`config.mk`:
```
export PLATFORM = sky130hd
export DESIGN_NAME = dmmu_top
export DESIGN_NICKNAME = d
export VERILOG_FILES = /design/src/logic/sv39_pkg.sv /design/src/logic/mmu_pkg.sv /design/src/logic/dtlb.sv /design/src/logic/ptw.sv /design/src/logic/dmmu_check.sv /design/src/logic/dmmu_top.sv
export VERILOG_INCLUDE_DIRS = /design/src /design/src/include
export SDC_FILE = /design/constraint.sdc
export NUM_CORES = 1
export LEC_CHECK = 0
export BUFFER_PORTS_ARGS = -buffer_cell sky130_fd_sc_hd__buf_4
export CORE_UTILIZATION = 62
export CTS_CLUSTER_DIAMETER = 60
export DETAILED_ROUTE_END_ITERATION = 16
export GPL_ROUTABILITY_DRIVEN = 0
export PLACE_DENSITY = 0.85
export SYNTH_ARGS = -nofsm -noshare
export SYNTH_HDL_FRONTEND = slang
export SYNTH_HIERARCHICAL = 1
export SYNTH_SLANG_ARGS = --single-unit
```
`constraint.sdc`:
```
create_clock -name clk_i -period 7 [get_ports clk_i]
set_input_delay 0.35 -clock clk_i [delete_from_list [all_inputs] [get_ports clk_i]]
set_output_delay 0.35 -clock clk_i [all_outputs]
set_load 0.1 [all_outputs]
```
`src/include/mmu_config.svh`:
```
/*
  Sv39 data MMU geometry.
  Widths assume a 64-bit core with 39-bit virtual and 56-bit physical
  addresses. The walker and check stage are written for three levels of
  9-bit VPN slices; changing MMU_LEVELS or MMU_VPN_BITS alone is not enough.
*/
`ifndef MMU_CONFIG_SVH
`define MMU_CONFIG_SVH

// address widths
`define MMU_VLEN 39
`define MMU_PLEN 56
`define MMU_PPNW 44

// page geometry
`define MMU_PAGE_OFFSET 12
`define MMU_VPN_BITS 9
`define MMU_LEVELS 3

// default number of data TLB entries
`define MMU_TLB_ENTRIES 4

// walker memory port
`define MMU_WB_DW 64

`endif

```
`src/logic/sv39_pkg.sv`:
```
/*
  Architectural Sv39 types.
  Only U and S privilege are modelled; machine mode never reaches the MMU.
  pte_t follows the in-memory layout of a 64-bit page table entry.
*/
`include "mmu_config.svh"

package sv39_pkg;

    // privilege of the load/store access
    typedef enum logic [1:0] {
        PRIV_LVL_U = 2'b00,
        PRIV_LVL_S = 2'b01
    } priv_lvl_e;

    // page table entry as read from memory
    typedef struct packed {
        logic [9:0]            reserved;
        logic [`MMU_PPNW-1:0]  ppn;
        logic [1:0]            rsw;
        logic                  d;
        logic                  a;
        logic                  g;
        logic                  u;
        logic                  x;
        logic                  w;
        logic                  r;
        logic                  v;
    } pte_t;

    // virtual page number, level 2 slice on top
    typedef struct packed {
        logic [`MMU_VPN_BITS-1:0] vpn2;
        logic [`MMU_VPN_BITS-1:0] vpn1;
        logic [`MMU_VPN_BITS-1:0] vpn0;
    } vpn_t;

endpackage

```
`src/logic/mmu_pkg.sv`:
```
/*
  Implementation types of the data MMU.
  Cause codes are the RISC-V mcause values for load and store page faults.
  page_size_e is shared by the TLB entries, walker refills and the
  physical address composition.
*/

package mmu_pkg;

    // exception causes raised by the MMU
    typedef enum logic [5:0] {
        LOAD_PAGE_FAULT  = 6'd13,
        STORE_PAGE_FAULT = 6'd15
    } exc_cause_e;

    // page table walker FSM
    typedef enum logic [1:0] {
        IDLE,
        WAIT_ACK,
        CHECK_PTE,
        DONE_FAULT
    } ptw_state_e;

    // size of a mapped page
    typedef enum logic [1:0] {
        PAGE_4K,
        PAGE_2M,
        PAGE_1G
    } page_size_e;

endpackage

```
`src/logic/dtlb.sv`:
```
/*
  Fully associative data TLB.
  Lookup is combinational on lu_vaddr_i. Refills go to a round-robin victim,
  so an entry already present is never checked for on update. A flush
  drops every entry at the next edge and wins over a refill in that cycle.
*/
`timescale 1ns/1ps
`include "mmu_config.svh"

module dtlb #(
    parameter int unsigned TLB_ENTRIES = `MMU_TLB_ENTRIES
) (
    input  logic                   clk_i,
    input  logic                   rst_ni,
    input  logic                   flush_i,
    input  logic [`MMU_VLEN-1:0]   lu_vaddr_i,
    input  logic                   upd_valid_i,
    input  sv39_pkg::vpn_t         upd_vpn_i,
    input  sv39_pkg::pte_t         upd_pte_i,
    input  mmu_pkg::page_size_e    upd_size_i,
    output logic                   lu_hit_o,
    output sv39_pkg::pte_t         lu_pte_o,
    output mmu_pkg::page_size_e    lu_size_o
);
    import sv39_pkg::*;
    import mmu_pkg::*;

    localparam int unsigned RR_W = $clog2(TLB_ENTRIES);

    vpn_t                   tag_q  [TLB_ENTRIES];
    pte_t                   pte_q  [TLB_ENTRIES];
    page_size_e             size_q [TLB_ENTRIES];
    logic [TLB_ENTRIES-1:0] valid_q;
    logic [RR_W-1:0]        rr_q;
    logic [TLB_ENTRIES-1:0] match;
    vpn_t                   lu_vpn;

    assign lu_vpn = vpn_t'(lu_vaddr_i[`MMU_VLEN-1:`MMU_PAGE_OFFSET]);

    // ------------------------------
    // lookup
    // ------------------------------
    always_comb begin
        for (int i = 0; i < TLB_ENTRIES; i++) begin
            // superpages ignore the lower slices
            match[i] = valid_q[i]
                     && (tag_q[i].vpn2 == lu_vpn.vpn2)
                     && ((size_q[i] == PAGE_1G) || (tag_q[i].vpn1 == lu_vpn.vpn1))
                     && ((size_q[i] != PAGE_4K) || (tag_q[i].vpn0 == lu_vpn.vpn0));
        end
    end

    always_comb begin
        lu_hit_o  = |match;
        lu_pte_o  = '0;
        lu_size_o = PAGE_4K;
        for (int i = 0; i < TLB_ENTRIES; i++) begin
            if (match[i]) begin
                lu_pte_o  = pte_q[i];
                lu_size_o = size_q[i];
            end
        end
    end

    // ------------------------------
    // refill and flush
    // ------------------------------
    always_ff @(posedge clk_i or negedge rst_ni) begin
        if (!rst_ni) begin
            valid_q <= '0;
            rr_q    <= '0;
        end else if (flush_i) begin
            valid_q <= '0;
        end else if (upd_valid_i) begin
            valid_q[rr_q] <= 1'b1;
            // wrap explicitly, depth need not be a power of two
            if (rr_q == RR_W'(TLB_ENTRIES - 1)) begin
                rr_q <= '0;
            end else begin
                rr_q <= rr_q + 1'b1;
            end
        end
    end

    always_ff @(posedge clk_i) begin
        if (upd_valid_i) begin
            tag_q[rr_q]  <= upd_vpn_i;
            pte_q[rr_q]  <= upd_pte_i;
            size_q[rr_q] <= upd_size_i;
        end
    end

endmodule

```
`src/logic/ptw.sv`:
```
/*
  Sv39 page table walker with a Wishbone classic read master.
  One read per level, starting from satp_ppn_i. Misses seen while a walk
  is in progress are ignored; the LSU keeps its request up, so the lookup
  is retried once the refill lands. The A and D bits are never written
  back, a clear bit is reported later as a page fault.
*/
`timescale 1ns/1ps
`include "mmu_config.svh"

module ptw (
    input  logic                   clk_i,
    input  logic                   rst_ni,
    input  logic                   enable_i,
    input  logic                   miss_i,
    input  logic [`MMU_VLEN-1:0]   vaddr_i,
    input  logic [`MMU_PPNW-1:0]   satp_ppn_i,
    output logic                   wb_cyc_o,
    output logic                   wb_stb_o,
    output logic [`MMU_PLEN-1:0]   wb_adr_o,
    input  logic [`MMU_WB_DW-1:0]  wb_dat_i,
    input  logic                   wb_ack_i,
    output logic                   upd_valid_o,
    output sv39_pkg::vpn_t         upd_vpn_o,
    output sv39_pkg::pte_t         upd_pte_o,
    output mmu_pkg::page_size_e    upd_size_o,
    output logic                   fault_o
);
    import sv39_pkg::*;
    import mmu_pkg::*;

    localparam int unsigned LVL_W = $clog2(`MMU_LEVELS);

    ptw_state_e               state_q;
    logic [LVL_W-1:0]         level_q;
    logic [`MMU_PPNW-1:0]     tbl_ppn_q;
    logic [`MMU_VLEN-1:0]     vaddr_q;
    pte_t                     pte_q;
    vpn_t                     vpn;
    logic [`MMU_VPN_BITS-1:0] vpn_slice;
    logic                     start;
    logic                     leaf;
    logic                     pte_bad;
    logic                     misaligned;
    logic                     walk_err;
    page_size_e               leaf_size;

    assign vpn   = vpn_t'(vaddr_q[`MMU_VLEN-1:`MMU_PAGE_OFFSET]);
    assign start = (state_q == IDLE) && enable_i && miss_i;

    // slice and page size for the current level
    always_comb begin
        case (level_q)
            LVL_W'(2): begin
                vpn_slice  = vpn.vpn2;
                leaf_size  = PAGE_1G;
                misaligned = |pte_q.ppn[2*`MMU_VPN_BITS-1:0];
            end
            LVL_W'(1): begin
                vpn_slice  = vpn.vpn1;
                leaf_size  = PAGE_2M;
                misaligned = |pte_q.ppn[`MMU_VPN_BITS-1:0];
            end
            default: begin
                vpn_slice  = vpn.vpn0;
                leaf_size  = PAGE_4K;
                misaligned = 1'b0;
            end
        endcase
    end

    // ------------------------------
    // PTE decode
    // ------------------------------
    assign pte_bad  = !pte_q.v || (pte_q.w && !pte_q.r);
    assign leaf     = pte_q.r || pte_q.x;
    // a pointer at the last level has nowhere to go
    assign walk_err = pte_bad || (leaf && misaligned) || (!leaf && (level_q == '0));

    // ------------------------------
    // FSM
    // ------------------------------
    always_ff @(posedge clk_i or negedge rst_ni) begin
        if (!rst_ni) begin
            state_q <= IDLE;
            level_q <= '0;
        end else begin
            case (state_q)
                IDLE: begin
                    if (start) begin
                        state_q <= WAIT_ACK;
                        level_q <= LVL_W'(`MMU_LEVELS - 1);
                    end
                end
                WAIT_ACK: begin
                    if (wb_ack_i) begin
                        state_q <= CHECK_PTE;
                    end
                end
                CHECK_PTE: begin
                    if (walk_err) begin
                        state_q <= DONE_FAULT;
                    end else if (leaf) begin
                        state_q <= IDLE;
                    end else begin
                        state_q <= WAIT_ACK;
                        level_q <= level_q - 1'b1;
                    end
                end
                DONE_FAULT: state_q <= IDLE;
                default:    state_q <= IDLE;
            endcase
        end
    end

    // walk payload
    always_ff @(posedge clk_i) begin
        if (start) begin
            vaddr_q   <= vaddr_i;
            tbl_ppn_q <= satp_ppn_i;
        end
        if ((state_q == WAIT_ACK) && wb_ack_i) begin
            pte_q <= pte_t'(wb_dat_i);
        end
        if ((state_q == CHECK_PTE) && !walk_err && !leaf) begin
            tbl_ppn_q <= pte_q.ppn;
        end
    end

    // ------------------------------
    // outputs
    // ------------------------------
    // cyc drops in CHECK_PTE, so there is an idle cycle between reads
    assign wb_cyc_o = (state_q == WAIT_ACK);
    assign wb_stb_o = (state_q == WAIT_ACK);
    // 8-byte entries
    assign wb_adr_o = {tbl_ppn_q, vpn_slice, 3'b000};

    assign upd_valid_o = (state_q == CHECK_PTE) && leaf && !walk_err;
    assign upd_vpn_o   = vpn;
    assign upd_pte_o   = pte_q;
    assign upd_size_o  = leaf_size;
    assign fault_o     = (state_q == DONE_FAULT);

endmodule

```
`src/logic/dmmu_check.sv`:
```
/*
  Response stage of the data MMU.
  A request is registered when it hits, when translation is off, or when
  the walker reports a fault for it, and is answered one cycle later.
  Page faults cover U/S with SUM, a clear A bit, and stores to pages
  without W or D. tval is the untranslated virtual address.
*/
`timescale 1ns/1ps
`include "mmu_config.svh"

module dmmu_check (
    input  logic                   clk_i,
    input  logic                   rst_ni,
    input  logic                   enable_i,
    input  logic                   req_i,
    input  logic [`MMU_VLEN-1:0]   vaddr_i,
    input  logic                   is_store_i,
    input  sv39_pkg::priv_lvl_e    priv_lvl_i,
    input  logic                   sum_i,
    input  logic                   hit_i,
    input  sv39_pkg::pte_t         pte_i,
    input  mmu_pkg::page_size_e    size_i,
    input  logic                   walk_fault_i,
    output logic                   miss_o,
    output logic                   valid_o,
    output logic [`MMU_PLEN-1:0]   paddr_o,
    output logic                   ex_valid_o,
    output mmu_pkg::exc_cause_e    ex_cause_o,
    output logic [`MMU_VLEN-1:0]   ex_tval_o
);
    import sv39_pkg::*;
    import mmu_pkg::*;

    // top bits of the vaddr kept for 2M and 1G pages
    localparam int unsigned MEGA_HI = `MMU_PAGE_OFFSET + `MMU_VPN_BITS - 1;
    localparam int unsigned GIGA_HI = `MMU_PAGE_OFFSET + 2 * `MMU_VPN_BITS - 1;

    logic                 accept;
    logic                 valid_q;
    logic                 en_q;
    logic                 walk_fault_q;
    logic [`MMU_VLEN-1:0] vaddr_q;
    logic                 store_q;
    priv_lvl_e            priv_q;
    logic                 sum_q;
    pte_t                 pte_q;
    page_size_e           size_q;
    logic                 priv_err;
    logic                 perm_err;

    assign miss_o = enable_i && req_i && !hit_i;
    assign accept = req_i && (!enable_i || hit_i || walk_fault_i);

    // ------------------------------
    // response register
    // ------------------------------
    always_ff @(posedge clk_i or negedge rst_ni) begin
        if (!rst_ni) begin
            valid_q      <= 1'b0;
            en_q         <= 1'b0;
            walk_fault_q <= 1'b0;
        end else begin
            valid_q      <= accept;
            en_q         <= enable_i;
            walk_fault_q <= walk_fault_i;
        end
    end

    always_ff @(posedge clk_i) begin
        vaddr_q <= vaddr_i;
        store_q <= is_store_i;
        priv_q  <= priv_lvl_i;
        sum_q   <= sum_i;
        pte_q   <= pte_i;
        size_q  <= size_i;
    end

    // ------------------------------
    // physical address
    // ------------------------------
    always_comb begin
        if (en_q) begin
            paddr_o = {pte_q.ppn, vaddr_q[`MMU_PAGE_OFFSET-1:0]};
            if (size_q == PAGE_2M) begin
                paddr_o[MEGA_HI:`MMU_PAGE_OFFSET] = vaddr_q[MEGA_HI:`MMU_PAGE_OFFSET];
            end
            if (size_q == PAGE_1G) begin
                paddr_o[GIGA_HI:`MMU_PAGE_OFFSET] = vaddr_q[GIGA_HI:`MMU_PAGE_OFFSET];
            end
        end else begin
            // bare mode, zero-extend
            paddr_o = {{(`MMU_PLEN - `MMU_VLEN){1'b0}}, vaddr_q};
        end
    end

    // ------------------------------
    // permission checks
    // ------------------------------
    // S mode may touch user pages only with SUM set
    assign priv_err = ((priv_q == PRIV_LVL_S) && pte_q.u && !sum_q)
                   || ((priv_q == PRIV_LVL_U) && !pte_q.u);
    assign perm_err = priv_err || !pte_q.a || (store_q && (!pte_q.w || !pte_q.d));

    assign valid_o    = valid_q;
    assign ex_valid_o = valid_q && en_q && (walk_fault_q || perm_err);
    assign ex_cause_o = store_q ? STORE_PAGE_FAULT : LOAD_PAGE_FAULT;
    assign ex_tval_o  = vaddr_q;

endmodule

```
`src/logic/dmmu_top.sv`:
```
/*
  Data MMU top level for an Sv39 core.
  The LSU must hold its request until lsu_valid_o. The walker reads page
  tables over Wishbone classic and never writes, so no we signal exists.
  No PMP or PMA checking is done on the translated address.
*/
`timescale 1ns/1ps
`include "mmu_config.svh"

module dmmu_top (
    input  logic                   clk_i,
    input  logic                   rst_ni,
    // LSU
    input  logic                   lsu_req_i,
    input  logic [`MMU_VLEN-1:0]   lsu_vaddr_i,
    input  logic                   lsu_is_store_i,
    output logic                   lsu_valid_o,
    output logic [`MMU_PLEN-1:0]   lsu_paddr_o,
    output logic                   lsu_ex_valid_o,
    output mmu_pkg::exc_cause_e    lsu_ex_cause_o,
    output logic [`MMU_VLEN-1:0]   lsu_ex_tval_o,
    // CSR state
    input  logic                   enable_translation_i,
    input  sv39_pkg::priv_lvl_e    priv_lvl_i,
    input  logic                   sum_i,
    input  logic [`MMU_PPNW-1:0]   satp_ppn_i,
    input  logic                   flush_tlb_i,
    // page table reads
    output logic                   wb_cyc_o,
    output logic                   wb_stb_o,
    output logic [`MMU_PLEN-1:0]   wb_adr_o,
    input  logic [`MMU_WB_DW-1:0]  wb_dat_i,
    input  logic                   wb_ack_i
);
    import sv39_pkg::*;
    import mmu_pkg::*;

    logic       dtlb_hit;
    pte_t       dtlb_pte;
    page_size_e dtlb_size;
    logic       miss;
    logic       upd_valid;
    vpn_t       upd_vpn;
    pte_t       upd_pte;
    page_size_e upd_size;
    logic       walk_fault;

    dtlb u_dtlb (
        .clk_i       (clk_i),
        .rst_ni      (rst_ni),
        .flush_i     (flush_tlb_i),
        .lu_vaddr_i  (lsu_vaddr_i),
        .upd_valid_i (upd_valid),
        .upd_vpn_i   (upd_vpn),
        .upd_pte_i   (upd_pte),
        .upd_size_i  (upd_size),
        .lu_hit_o    (dtlb_hit),
        .lu_pte_o    (dtlb_pte),
        .lu_size_o   (dtlb_size)
    );

    ptw u_ptw (
        .clk_i       (clk_i),
        .rst_ni      (rst_ni),
        .enable_i    (enable_translation_i),
        .miss_i      (miss),
        .vaddr_i     (lsu_vaddr_i),
        .satp_ppn_i  (satp_ppn_i),
        .wb_cyc_o    (wb_cyc_o),
        .wb_stb_o    (wb_stb_o),
        .wb_adr_o    (wb_adr_o),
        .wb_dat_i    (wb_dat_i),
        .wb_ack_i    (wb_ack_i),
        .upd_valid_o (upd_valid),
        .upd_vpn_o   (upd_vpn),
        .upd_pte_o   (upd_pte),
        .upd_size_o  (upd_size),
        .fault_o     (walk_fault)
    );

    dmmu_check u_check (
        .clk_i        (clk_i),
        .rst_ni       (rst_ni),
        .enable_i     (enable_translation_i),
        .req_i        (lsu_req_i),
        .vaddr_i      (lsu_vaddr_i),
        .is_store_i   (lsu_is_store_i),
        .priv_lvl_i   (priv_lvl_i),
        .sum_i        (sum_i),
        .hit_i        (dtlb_hit),
        .pte_i        (dtlb_pte),
        .size_i       (dtlb_size),
        .walk_fault_i (walk_fault),
        .miss_o       (miss),
        .valid_o      (lsu_valid_o),
        .paddr_o      (lsu_paddr_o),
        .ex_valid_o   (lsu_ex_valid_o),
        .ex_cause_o   (lsu_ex_cause_o),
        .ex_tval_o    (lsu_ex_tval_o)
    );

endmodule

```
==> results by group <==
Outcome
  • Status: complete, no violations

Floorplanning
  • Row cnt: 64
  • Die Ht: 180 µm
  • Starting Density: 0.637
  • Chip width: 180 µm
  • Area of the core: 0.0309 mm²
  • Ports: 318
  • Die footprint: 0.0325 mm²

Timing
  • Slew @ Worst Pin: 1.14 ns
  • RSZ-0062 raised after global routing: no
  • Max transition margin: 0.236
  • Min Tclk post-route: 4.56 ns
  • Fin. max-slew vios: 0
  • Clock skew: 0.0148 ns
  • Final period util: 0.651
  • Fin. Hold Viols: 0
  • Setup total negative slack: 0 ns
  • Final Setup Violations: 0
  • Fmax: 0.219 GHz

Global route
  • Initial antenna violation count: 1
  • GR Util met1: 0.376
  • Grt ovf: 0
  • Grt met2 use: 0.530
  • Vias in the first global route: 12.4k
  • Gr busiest metal: met2
  • Global-route wire length before repair: 73300 µm
  • Total GRT Usage: 0.300
  • Met3 usage: 0.0653
  • Largest net degree at the start of global routing: 53

Clock network
  • Sink Count: 536
  • CTS buffer count: 51
  • # resized after CTS: 0
  • Max clock buf depth: 3
  • H-tree levels: 2
  • CTS tree: done
  • Worst-path clk slew: 0.06 ns
  • Clock latency on the worst-skew pair: 0.55 ns
  • # Post-CTS Setup Buffers: 0
  • Clock root cell: clkbuf_16

Layout
  • Layout cells sized above 1: 0.295
  • Nets: 1735
  • Post-route cell area: 0.0247 mm²
  • Register Area: 0.0151 mm²
  • Layout overhead on the synthesized area: 25.6%
  • Area occupied by multi-input gates: 0.00414 mm²
  • N_diodes: 0
  • Layout fillers: 1486

Synth
  • Post-Syn Area: 0.0197 mm²
  • Mapped Cells: 1183
  • Ys Warns: 6
  • Post-Syn Area per Cell: 16.6 µm²

Worst setup path
  • Worst setup SP type: input port
  • Worst Setup Path Type: in -> reg
  • Capture point of the worst reg-to-reg path: u_ptw/tbl_ppn_q[22]
  • Critical path origin: lsu_vaddr_i[31]
  • Critical path data arrival time: 4.81 ns
  • FF-to-FF Start: u_dtlb/tag_q[2][19]
  • Reg-to-reg slack, setup: 2.56 ns
  • Reg2Reg Depth: 12
  • Crit end category: flop
  • Worst endpoint required time: 7.25 ns
  • CP max FO: 49

Detailed routing
  • Vias: 12.0k
  • Residual DRC: 0
  • Router iterations before antenna repair: 6
  • Routed length per instance: 24.5 µm
  • Antenna-violating nets left: 0
  • DR iter-0 viols: 1155
  • Final wirelength: 49100 µm
  • DR vias/cell: 5.97

Worst hold path
  • Min-Delay Path Depth: 2
  • Hold path start: flush_tlb_i
  • HP Class: in -> reg
  • Min-Delay Endpoint: u_dtlb/valid_q[0]

Run
  • Max_cap viols: 0

Placed design
  • PortBufs: 296
  • Dpl hpwl: 27900 µm
  • DP Area: 0.0221 mm²

Power
  • Leakage: 9.01 nW
  • VDD IR-drop max: 0.527 mV
  • Pwr dens: 316 mW/mm²
[worst max-delay path by stage]
stage,slack [ns],depth (start not counted),to
global placement,2.64,13,u_ptw/tbl_ppn_q[20]
detailed placement,2.58,13,u_ptw/tbl_ppn_q[24]
floorplan,3.24,7,u_dtlb/pte_q[0][10]
global route,2.34,14,u_ptw/tbl_ppn_q[20]
CTS,2.49,15,u_ptw/level_q[1]
finish,2.44,14,u_ptw/tbl_ppn_q[22]
[worst max-delay path, stage by stage]
cell and delay [ns]:
dlygate4sd3_1 0.55, buf_4 0.18, xor2_1 0.18, nor4_1 0.37, nand4_1 0.33, or4_1 0.71
o32ai_4 0.16, buf_4 0.58, nor2_1 0.08, nand3_1 0.13, nor3b_1 0.09, nand4bb_1 0.21
nand2_2 0.41, buf_4 0.42
[layer usage]
layer / vias to the layer above / part of all wire
met5: - / 0.00022
met1: 5955 / 0.37
li1: 5201 / -
met2: 735 / 0.52
met4: 2 / 0.022
met3: 93 / 0.090
[power by group]
| group | switching, mW | total, mW | internal (mW) |
|---|---|---|---|
| registers | 0.128 | 3.77 | 3.64 |
| clock network | 1.13 | 2.68 | 1.55 |
| logic | 1.03 | 1.36 | 0.327 |
| total | 2.29 | 7.81 | 5.52 |
[state kept, by name (all words and copies together), names as in the netlist, 2 cells and up]
signal and flops:
u_ptw/vaddr_q 27, u_check/size_q 2, u_check/ex_tval_o 39, u_ptw/upd_pte_o 51
u_dtlb/pte_q 192, u_check/pte_q 48, u_dtlb/rr_q 2, u_check/priv_q 2
u_ptw/state_q 2, u_ptw/level_q 2, u_ptw/tbl_ppn_q 44, u_dtlb/tag_q 108
u_dtlb/size_q 8, u_dtlb/valid_q 4
[layout make-up]
type / instances / area share
tap: 396 / 0.0200
clock buffer: 81 / 0.0623
sequential: 536 / 0.611
multi-input combinational: 560 / 0.168
clock inverter: 14 / 0.00430
inverter: 14 / 0.00213
timing repair buffer: 406 / 0.133
[what timing repair did]
item | 4_1_cts | 5_1_grt
hold endpoints to repair | 108 | 0
setup endpoints to repair | 0 | 0
hold buffers | 96 | 0
[cells in the final DEF (no fill, tap or decap), types with 10 or more instances in the layout]
cell and n:
nor4_1 10, dlygate4sd3_1 96, nand2_1 56, xnor2_1 70
nand4_1 15, xor2_1 39, dfrtp_1 13, dfxtp_1 93
buf_4 310, clkbuf_8 11, a22oi_1 10, and2_1 18
nor2_1 25, a221oi_1 49, inv_1 13, edfxtp_1 430
clkbuf_1 17, mux2_2 55, o21ai_1 97, clkbuf_16 53
mux2_4 17
[per-stage QoR]
stage                     cells  setup slack, ns  power (mW)  hold slack, ns   util
after floorplan            1188             3.24        4.75          0.0544      -
after global placement     1816             2.64        5.09           0.220  0.716
after detailed placement   1816             2.58        5.12           0.223  0.716
after CTS                  2007             2.49        7.80          0.0279  0.800
after global routing       2007             2.34        8.01          0.0305  0.800
final                      2007             2.44        7.81          0.0455  0.800
Power figures use the tool's default switching activity.
